--- config.mk ---
export PLATFORM = sky130hd
export DESIGN_NAME = nes_cart_top
export DESIGN_NICKNAME = d
export VERILOG_FILES = /design/src/verilog/nes_cart_pkg.sv /design/src/verilog/controller_port.sv /design/src/verilog/ines_header_parser.sv /design/src/verilog/nes_cart_top.sv /design/src/verilog/pad_mapper.sv /design/src/verilog/rom_loader.sv
export SDC_FILE = /design/constraint.sdc
export NUM_CORES = 1
export LEC_CHECK = 0
export BUFFER_PORTS_ARGS = -buffer_cell sky130_fd_sc_hd__buf_2
export CAP_MARGIN = 0
export CORE_MARGIN = 2
export CORE_UTILIZATION = 60
export DETAILED_ROUTE_END_ITERATION = 10
export GPL_ROUTABILITY_DRIVEN = 0
export GPL_TIMING_DRIVEN = 0
export PLACE_DENSITY = 0.81
export SLEW_MARGIN = 25
export SYNTH_ARGS = -nofsm -noshare
export SYNTH_HDL_FRONTEND = slang
export SYNTH_SLANG_ARGS = --single-unit
export TNS_END_PERCENT = 50
--- constraint.sdc ---
create_clock -name clk -period 6.2 [get_ports clk]
set_input_delay 1.55 -clock clk [delete_from_list [all_inputs] [get_ports clk]]
set_output_delay 1.55 -clock clk [all_outputs]
set_load 0.02 [all_outputs]
--- src/verilog/nes_cart_pkg.sv ---
// Cartridge loader and controller port definitions
// Shared types, loader states and iNES format constants

package nes_cart_pkg;

	////////////////////
	// Memory side
	////////////////////

	typedef logic [21:0] cart_addr_t;   // 4MB cartridge space
	typedef logic [7:0]  byte_t;

	// One write into cartridge memory
	typedef struct packed {
		cart_addr_t addr;
		byte_t      data;
	} mem_write_t;

	// Mapper flag word as seen by the console core
	typedef struct packed {
		logic [5:0] reserved;
		logic       has_saves;     // Battery backed RAM
		byte_t      nes2_byte;     // Byte 8 of a NES 2.0 header
		logic       four_screen;
		logic       chr_ram;       // No CHR ROM pages
		logic       mirroring;
		logic [2:0] chr_size;
		logic [2:0] prg_size;
		byte_t      mapper;
	} mapper_flags_t;

	typedef enum logic [2:0] {
		S_HEADER,
		S_PRG,
		S_CHR,
		S_ERROR,
		S_DONE
	} loader_state_e;

	////////////////////
	// Pad side
	////////////////////

	// Host button order, right in bit 0
	typedef struct packed {
		logic start;
		logic select;
		logic b;
		logic a;
		logic up;
		logic down;
		logic left;
		logic right;
	} pad_buttons_t;

	// Serial frame, shifted out from bit 0
	typedef struct packed {
		byte_t signature;     // Multitap id or all ones
		byte_t tap_buttons;   // Pad C or D
		byte_t buttons;
	} pad_frame_t;

	localparam int         HEADER_BYTES   = 16;
	localparam int         PRG_PAGE_BYTES = 16384;
	localparam int         CHR_PAGE_BYTES = 8192;
	localparam cart_addr_t CHR_BASE       = 22'h200000;
	localparam int         NUM_PORTS      = 2;
	localparam byte_t      TAP_SIG_PORT0  = 8'h08;
	localparam byte_t      TAP_SIG_PORT1  = 8'h04;

endpackage

--- src/verilog/controller_port.sv ---
// Serial controller port
// Loads a 24-bit frame on strobe, shifts one bit per falling
// edge of the port clock

`timescale 1ns/1ps

module controller_port (
	input  logic                     clk,
	input  logic                     reset_nes,
	input  logic                     strobe,
	input  logic                     shift_clk,
	input  nes_cart_pkg::pad_frame_t frame,
	output logic                     data
);

	nes_cart_pkg::pad_frame_t bits;
	logic                     shift_clk_d;   // Port clock one cycle back
	logic                     shift_fall;

	assign shift_fall = shift_clk_d && !shift_clk;

	always_ff @(posedge clk) begin
		if (reset_nes) begin
			bits        <= '0;
			shift_clk_d <= 1'b0;
		end else begin
			shift_clk_d <= shift_clk;
			if (strobe)
				bits <= frame;             // Strobe beats a shift
			else if (shift_fall)
				bits <= nes_cart_pkg::pad_frame_t'({1'b0, bits[23:1]});
		end
	end

	assign data = bits[0];

endmodule

--- src/verilog/ines_header_parser.sv ---
// iNES header parser
// Collects the 16 header bytes, checks the signature and
// derives the mapper flag word and the PRG/CHR byte counts

`timescale 1ns/1ps

module ines_header_parser (
	input  logic                        clk,
	input  logic                        reset_nes,
	input  logic                        take,
	input  nes_cart_pkg::byte_t         data,
	input  logic                        invert_mirroring,
	output logic                        header_done,
	output logic                        header_ok,
	output nes_cart_pkg::cart_addr_t    prg_bytes,
	output nes_cart_pkg::cart_addr_t    chr_bytes,
	output nes_cart_pkg::mapper_flags_t flags
);

	localparam int CTR_W = $clog2(nes_cart_pkg::HEADER_BYTES);

	nes_cart_pkg::byte_t hdr [nes_cart_pkg::HEADER_BYTES];
	logic [CTR_W-1:0]    ctr;
	logic                is_nes20;
	logic                is_dirty;

	// Page count to size code, 0 or 1 page gives 0
	function automatic logic [2:0] size_code(input nes_cart_pkg::byte_t pages);
		logic [2:0] code;
		code = 3'd7;
		for (int k = 6; k >= 0; k--) begin
			if (pages <= (9'd1 << k))
				code = 3'(k);
		end
		return code;
	endfunction

	////////////////////
	// Byte capture
	////////////////////

	always_ff @(posedge clk) begin
		if (reset_nes) begin
			ctr         <= '0;
			header_done <= 1'b0;
		end else if (take && !header_done) begin
			ctr <= ctr + 1'b1;
			if (ctr == CTR_W'(nes_cart_pkg::HEADER_BYTES - 1))
				header_done <= 1'b1;
		end
	end

	always_ff @(posedge clk) begin
		if (take && !header_done)
			hdr[ctr] <= data;
	end

	////////////////////
	// Verdict and flags
	////////////////////

	// "NES" + EOF, trainers are not supported
	assign header_ok = (hdr[0] == 8'h4E) && (hdr[1] == 8'h45) &&
	                   (hdr[2] == 8'h53) && (hdr[3] == 8'h1A) && !hdr[6][2];

	assign is_nes20 = (hdr[7][3:2] == 2'b10);

	// Old dumps often carry junk in bytes 9 to 15
	always_comb begin
		is_dirty = 1'b0;
		for (int i = 9; i < nes_cart_pkg::HEADER_BYTES; i++) begin
			if (hdr[i] != 8'h00)
				is_dirty = 1'b1;
		end
		is_dirty = is_dirty && !is_nes20;
	end

	always_comb begin
		flags             = '0;
		flags.mapper      = {is_dirty ? 4'h0 : hdr[7][7:4], hdr[6][7:4]};
		flags.prg_size    = size_code(hdr[4]);
		flags.chr_size    = size_code(hdr[5]);
		flags.mirroring   = hdr[6][0] ^ invert_mirroring;
		flags.chr_ram     = (hdr[5] == 8'h00);
		flags.four_screen = hdr[6][3];
		flags.nes2_byte   = is_nes20 ? hdr[8] : 8'h00;
		flags.has_saves   = hdr[6][1];
	end

	assign prg_bytes = nes_cart_pkg::cart_addr_t'(hdr[4]) *
	                   nes_cart_pkg::cart_addr_t'(nes_cart_pkg::PRG_PAGE_BYTES);
	assign chr_bytes = nes_cart_pkg::cart_addr_t'(hdr[5]) *
	                   nes_cart_pkg::cart_addr_t'(nes_cart_pkg::CHR_PAGE_BYTES);

endmodule

--- src/verilog/nes_cart_top.sv ---
// Cartridge loader and controller ports
// Joins the ROM loader with the pad mapper and the serial ports

`timescale 1ns/1ps

module nes_cart_top (
	input  logic                                clk,
	input  logic                                reset_nes,
	input  logic                                in_valid,
	input  nes_cart_pkg::byte_t                 in_data,
	input  logic                                invert_mirroring,
	input  logic                                mem_ready,
	input  nes_cart_pkg::pad_buttons_t          pad_a,
	input  nes_cart_pkg::pad_buttons_t          pad_b,
	input  nes_cart_pkg::pad_buttons_t          pad_c,
	input  nes_cart_pkg::pad_buttons_t          pad_d,
	input  logic                                joy_swap,
	input  logic                                multitap_en,
	input  logic                                joypad_strobe,
	input  logic [nes_cart_pkg::NUM_PORTS-1:0]  joypad_clock,
	output logic                                in_wait,
	output logic                                mem_valid,
	output nes_cart_pkg::mem_write_t            mem_req,
	output nes_cart_pkg::mapper_flags_t         mapper_flags,
	output logic                                busy,
	output logic                                done,
	output logic                                error,
	output logic [nes_cart_pkg::NUM_PORTS-1:0]  joypad_data
);

	nes_cart_pkg::pad_frame_t frames [nes_cart_pkg::NUM_PORTS];

	rom_loader i_loader (
		.clk              (clk),
		.reset_nes        (reset_nes),
		.in_valid         (in_valid),
		.in_data          (in_data),
		.invert_mirroring (invert_mirroring),
		.mem_ready        (mem_ready),
		.in_wait          (in_wait),
		.mem_valid        (mem_valid),
		.mem_req          (mem_req),
		.flags            (mapper_flags),
		.busy             (busy),
		.done             (done),
		.error            (error)
	);

	pad_mapper i_pads (
		.pad_a       (pad_a),
		.pad_b       (pad_b),
		.pad_c       (pad_c),
		.pad_d       (pad_d),
		.joy_swap    (joy_swap),
		.multitap_en (multitap_en),
		.frames      (frames)
	);

	// One serial port per controller socket
	for (genvar p = 0; p < nes_cart_pkg::NUM_PORTS; p++) begin : g_port
		controller_port i_port (
			.clk       (clk),
			.reset_nes (reset_nes),
			.strobe    (joypad_strobe),
			.shift_clk (joypad_clock[p]),
			.frame     (frames[p]),
			.data      (joypad_data[p])
		);
	end

endmodule

--- src/verilog/pad_mapper.sv ---
// Pad mapper
// Reorders host buttons into NES shift order and builds the
// serial frame of each port, with optional multitap pads

`timescale 1ns/1ps

module pad_mapper (
	input  nes_cart_pkg::pad_buttons_t pad_a,
	input  nes_cart_pkg::pad_buttons_t pad_b,
	input  nes_cart_pkg::pad_buttons_t pad_c,
	input  nes_cart_pkg::pad_buttons_t pad_d,
	input  logic                       joy_swap,
	input  logic                       multitap_en,
	output nes_cart_pkg::pad_frame_t   frames [nes_cart_pkg::NUM_PORTS]
);

	nes_cart_pkg::byte_t main_pad [nes_cart_pkg::NUM_PORTS];
	nes_cart_pkg::byte_t tap_pad  [nes_cart_pkg::NUM_PORTS];

	// A goes out first, right last
	function automatic nes_cart_pkg::byte_t nes_order(input nes_cart_pkg::pad_buttons_t pad);
		return {pad.right, pad.left, pad.down, pad.up, pad.start, pad.select, pad.b, pad.a};
	endfunction

	assign main_pad[0] = nes_order(joy_swap ? pad_b : pad_a);
	assign main_pad[1] = nes_order(joy_swap ? pad_a : pad_b);
	assign tap_pad[0]  = nes_order(pad_c);
	assign tap_pad[1]  = nes_order(pad_d);

	always_comb begin
		for (int p = 0; p < nes_cart_pkg::NUM_PORTS; p++) begin
			frames[p].buttons     = main_pad[p];
			// Without multitap the upper 16 bits read back as ones
			frames[p].tap_buttons = multitap_en ? tap_pad[p] : 8'hFF;
			frames[p].signature   = !multitap_en ? 8'hFF :
			                        (p == 0) ? nes_cart_pkg::TAP_SIG_PORT0 :
			                                   nes_cart_pkg::TAP_SIG_PORT1;
		end
	end

endmodule

--- src/verilog/rom_loader.sv ---
// ROM loader
// Takes a ROM image byte by byte, hands the header to the parser
// and writes PRG and CHR data into cartridge memory

`timescale 1ns/1ps

module rom_loader (
	input  logic                        clk,
	input  logic                        reset_nes,
	input  logic                        in_valid,
	input  nes_cart_pkg::byte_t         in_data,
	input  logic                        invert_mirroring,
	input  logic                        mem_ready,
	output logic                        in_wait,
	output logic                        mem_valid,
	output nes_cart_pkg::mem_write_t    mem_req,
	output nes_cart_pkg::mapper_flags_t flags,
	output logic                        busy,
	output logic                        done,
	output logic                        error
);

	nes_cart_pkg::loader_state_e state;
	nes_cart_pkg::loader_state_e seg_state;
	nes_cart_pkg::cart_addr_t    left;        // Bytes still due in this segment
	nes_cart_pkg::cart_addr_t    seg_left;
	nes_cart_pkg::cart_addr_t    addr;
	nes_cart_pkg::cart_addr_t    seg_addr;
	nes_cart_pkg::cart_addr_t    prg_bytes;
	nes_cart_pkg::cart_addr_t    chr_bytes;
	logic                        header_done;
	logic                        header_ok;
	logic                        take;
	logic                        data_take;
	logic                        write_busy;  // Write still open after this edge

	assign in_wait    = mem_valid;
	assign take       = in_valid && !in_wait;
	assign write_busy = mem_valid && !mem_ready;

	ines_header_parser i_header (
		.clk              (clk),
		.reset_nes        (reset_nes),
		.take             (take && (state == nes_cart_pkg::S_HEADER)),
		.data             (in_data),
		.invert_mirroring (invert_mirroring),
		.header_done      (header_done),
		.header_ok        (header_ok),
		.prg_bytes        (prg_bytes),
		.chr_bytes        (chr_bytes),
		.flags            (flags)
	);

	////////////////////
	// Segment select
	////////////////////

	// Resolve pending transitions first, so a byte taken this cycle
	// already lands in the right segment
	always_comb begin
		seg_state = state;
		seg_left  = left;
		seg_addr  = addr;
		if (state == nes_cart_pkg::S_HEADER && header_done) begin
			if (header_ok) begin
				seg_state = nes_cart_pkg::S_PRG;
				seg_left  = prg_bytes;
				seg_addr  = '0;
			end else begin
				seg_state = nes_cart_pkg::S_ERROR;
			end
		end
		if (seg_state == nes_cart_pkg::S_PRG && seg_left == '0 && !write_busy) begin
			seg_state = nes_cart_pkg::S_CHR;
			seg_left  = chr_bytes;
			seg_addr  = nes_cart_pkg::CHR_BASE;
		end
		if (seg_state == nes_cart_pkg::S_CHR && seg_left == '0 && !write_busy)
			seg_state = nes_cart_pkg::S_DONE;
	end

	assign data_take = take &&
	                   (seg_state == nes_cart_pkg::S_PRG || seg_state == nes_cart_pkg::S_CHR);

	////////////////////
	// State and status
	////////////////////

	always_ff @(posedge clk) begin
		if (reset_nes) begin
			state     <= nes_cart_pkg::S_HEADER;
			left      <= '0;
			addr      <= '0;
			mem_valid <= 1'b0;
			busy      <= 1'b0;
			done      <= 1'b0;
			error     <= 1'b0;
		end else begin
			state <= seg_state;
			left  <= seg_left;
			addr  <= seg_addr;
			if (data_take) begin
				left      <= seg_left - 1'b1;
				addr      <= seg_addr + 1'b1;
				mem_valid <= 1'b1;
			end else if (mem_ready) begin
				mem_valid <= 1'b0;           // Write accepted
			end
			if (seg_state == nes_cart_pkg::S_PRG || seg_state == nes_cart_pkg::S_CHR)
				busy <= 1'b1;
			case (state)
				nes_cart_pkg::S_DONE: begin
					done <= 1'b1;
					busy <= 1'b0;
				end
				nes_cart_pkg::S_ERROR: begin
					done  <= 1'b1;
					error <= 1'b1;
				end
				default: ;
			endcase
		end
	end

	// Payload held until mem_ready
	always_ff @(posedge clk) begin
		if (data_take) begin
			mem_req.addr <= seg_addr;
			mem_req.data <= in_data;
		end
	end

endmodule
==> flow_summary.ini <==
[power]
p_seq_share_pct = 52.0
combPwrFrac_pct = 4.5
ir_drop_uv = 233
power_switching_mw = 0.763
p_int_mw = 2.88
leakage_nw = 4.96
cellPowerDensity_nw_per_um2 = 280
finalPower_mw = 3.64
swShare_pct = 21.0
pwr-share-clk_pct = 43.5

[die]
core-area_sq_um = 18500
die_w_um = 141
pin_count = 119
chipHeight_um = 141
design.die.area_sq_um = 19800
row_count = 50
initial_core_util_pct = 60.6

[clocking]
clk_latency_ps = 530
numCtsBuffers = 26
cts_setup_buffers = 0
hold_buffers = 0
post_cts_resized = 0
htreeDepth = 1
clock_sinks = 262
path_clk_slew_ps = 70
cts_root_buffer = clkbuf_16
cts_tree = yes
cts_buffer_depth = 3

[synth]
synth_seq_cells = 262
ys.flop_type = edfxtp_1
synth_compound_area_share_pct = 10.2
synth-simple-area-share_pct = 19.3
yosysSeqAreaShare_pct = 60.6
syn_area_sq_um = 11200
synth_top_area_share_pct = 41.7
postSynth.asyncResetShare_pct = 0
yosysTopAreaCell = edfxtp_1
synth_top_family_by_area = simple AND/OR/NAND/NOR gates
synth_area_leaders = edfxtp_1 (42%), dfxtp_1 (19%), nor2_1 (3.5%), a211oi_1 (3.3%), mux2_2 (2.4%)
syn_inst = 981
synth_most_common_cell = edfxtp_1
synth.area.mux_share_pct = 4.37
synth_edf_count = 156
synth_xor_xnor_area_share_pct = 1.56
yosys-top-cells-count = edfxtp_1 (156), dfxtp_1 (106), nor2_1 (105), nand2_1 (56), a211oi_1 (49)
synthAdderAreaFrac_pct = 0.780
synthDistinctLibCells = 71
syn_avg_cell_area_sq_um = 11.4
yosys_warnings = 0

[timing]
setup-violations-final = 0
hold_violations = 0
slew_violations = 0
slew_headroom_pct = 42.9
max_freq_mhz = 199
min_period_ps = 5030
finalSetupTns_ps = 0
post-route-period-util_pct = 81.1
tightest_slew_ps = 848
fin_worst_skew_ps = 14.6
final.setup.worst_slack_ps = 1170
rsz0062_at_grt = no

[worst_setup_path]
startpoint_type = register
cp.arrival_ps = 5510
critical_path.endpoint_type = register
crit_slowest_cell = nor4b_2
max_stage_delay_ps = 570
path_class = register to register
path_cells = buf_2 > nor4b_2 > and3_1 > clkbuf_1 > nand3_1 > clkbuf_1 > nand2_1 > ha_1 > nand2b_1 > a2111oi_0 > nand4_1 > a221oi_2 > o2111ai_4 > nand2_2 > inv_1 > buf_2 > a31oi_1 > a21o_1
crit_fanout = 39
crit_required_ps = 6680

[placed_design]
place_ws_ps = 1300
place_area_sq_um = 12100
dpl.hpwl_mm = 17.1
port-buffer-count = 110

[global_routing]
grt_max_degree = 40
grt_usage_pct = 25.0
antenna_found_initial = 0
grt_pass1_vias = 7827
gr-total-overflow = 0
grt_pass1_wl_mm = 39.7

[cells_and_area]
area_delta_synth_final_pct = 15.7
nets = 1181
fin_area_sq_um = 13000
antenna_cells = 0
drive_gt1_share_pct = 19.8
fillerInstances = 1340

[routing]
vias_per_cell = 5.96
firstDrtPassIters = 7
drc = 0
wire_per_inst_um = 18.3
initialDrtViolationCount = 669
vias = 8214
drt_wl_total_mm = 25.2
drtAntennaViolNets = 0

[run]
drv_cap = 0

[status]
outcome = finished, final reports clean

[worst_hold_path]
hp-class = register to register
==> sequential cells by signal (all words and copies together) (netlist names) <==
signal,cells
i_loader.i_header.hdr,126
g_port.i_port.bits,46
i_loader.mem_req,30
i_loader.addr,22
i_loader.left,22
i_loader.i_header.ctr,4
i_loader.state,3
g_port.i_port.data,2
g_port.i_port.shift_clk_d,2
i_loader.busy,1
i_loader.done,1
i_loader.error,1
i_loader.i_header.header_done,1
i_loader.in_wait,1
==> worst paths after layout <==
path                          start           endpoint  slack [ps]  depth (start not counted)
setup / recovery  i_loader.state[2]  i_loader.left[11]        1170                         18
hold / removal       i_loader.error     i_loader.error         480                          2
setup reg to reg  i_loader.state[2]  i_loader.left[11]        1170                         18
hold reg to reg      i_loader.error     i_loader.error         480                          2
==> routing by layer <==
layer / vias up / wire length (um) / track usage [%]
met5: - / 0 / 0
met4: 0 / 624 / 8.00
met3: 52 / 1540 / 3.60
met2: 322 / 12000 / 41.1
met1: 3935 / 11000 / 34.5
li1: 3905 / - / -
==> worst max-delay path, delay by kind of cell, from the launching register on <==
kind / cells / cell delay (ps)
flip-flops: 1 / 290
adder cells (fa/ha/maj): 1 / 190
buffers and inverters: 5 / 1220
AND/OR/NAND/NOR: 7 / 1790
AO/OA/AOI/OAI: 5 / 1440
==> stage by stage <==
step | util (%) | cells | hold WS (ps)
global route | 70.2 | 1378 | 521
floorplan | - | 986 | 447
global placement | 65.3 | 1330 | 461
CTS | 70.1 | 1378 | 488
finish | 70.2 | 1378 | 484
detailed placement | 65.4 | 1330 | 468
==> final cells by class <==
class                           count  area, sq um  area share [%]
Inverter                           12         45.0           0.347
Buffer                             65          310            2.39
Sequential cell                   262         6810            52.4
Multi-Input combinational cell    647         4100            31.6
Tap cell                          234          293            2.25
Timing Repair Buffer              110          551            4.24
Clock inverter                      6         35.0           0.270
Clock buffer                       42          850            6.54
==> kinds of logic (layout without fill, tap and decap cells) <==
kind of cell,Yosys count,in the layout
AND/OR/NAND/NOR,395,395
other,1,6
flip-flops,262,262
buffers and inverters,77,235
multiplexers,46,46
XOR/XNOR,20,20
AO/OA/AOI/OAI,173,173
adder cells (fa/ha/maj),7,7
==> power groups by stage <==
stage / Clock, mW / Sequential [mW] / Combinational [mW]
6_report: 1.58 / 1.89 / 0.165
5_1_grt: 1.67 / 1.90 / 0.182
4_1_cts: 1.60 / 1.89 / 0.165
3_5_place_dp: 0 / 1.93 / 0.164
3_3_place_gp: 0 / 1.93 / 0.159
2_1_floorplan: 0 / 1.92 / 0.103
==> placed cells by master (no fill, tap or decap), types with 36 or more instances in the layout <==
cell type / count
nor2_1: 105
nor2b_1: 41
a21oi_1: 37
o21ai_0: 36
buf_2: 115
dfxtp_1: 106
nand2_1: 56
clkbuf_1: 42
a211oi_1: 49
edfxtp_1: 156
No activity file was read; power rests on OpenSTA's default activity.
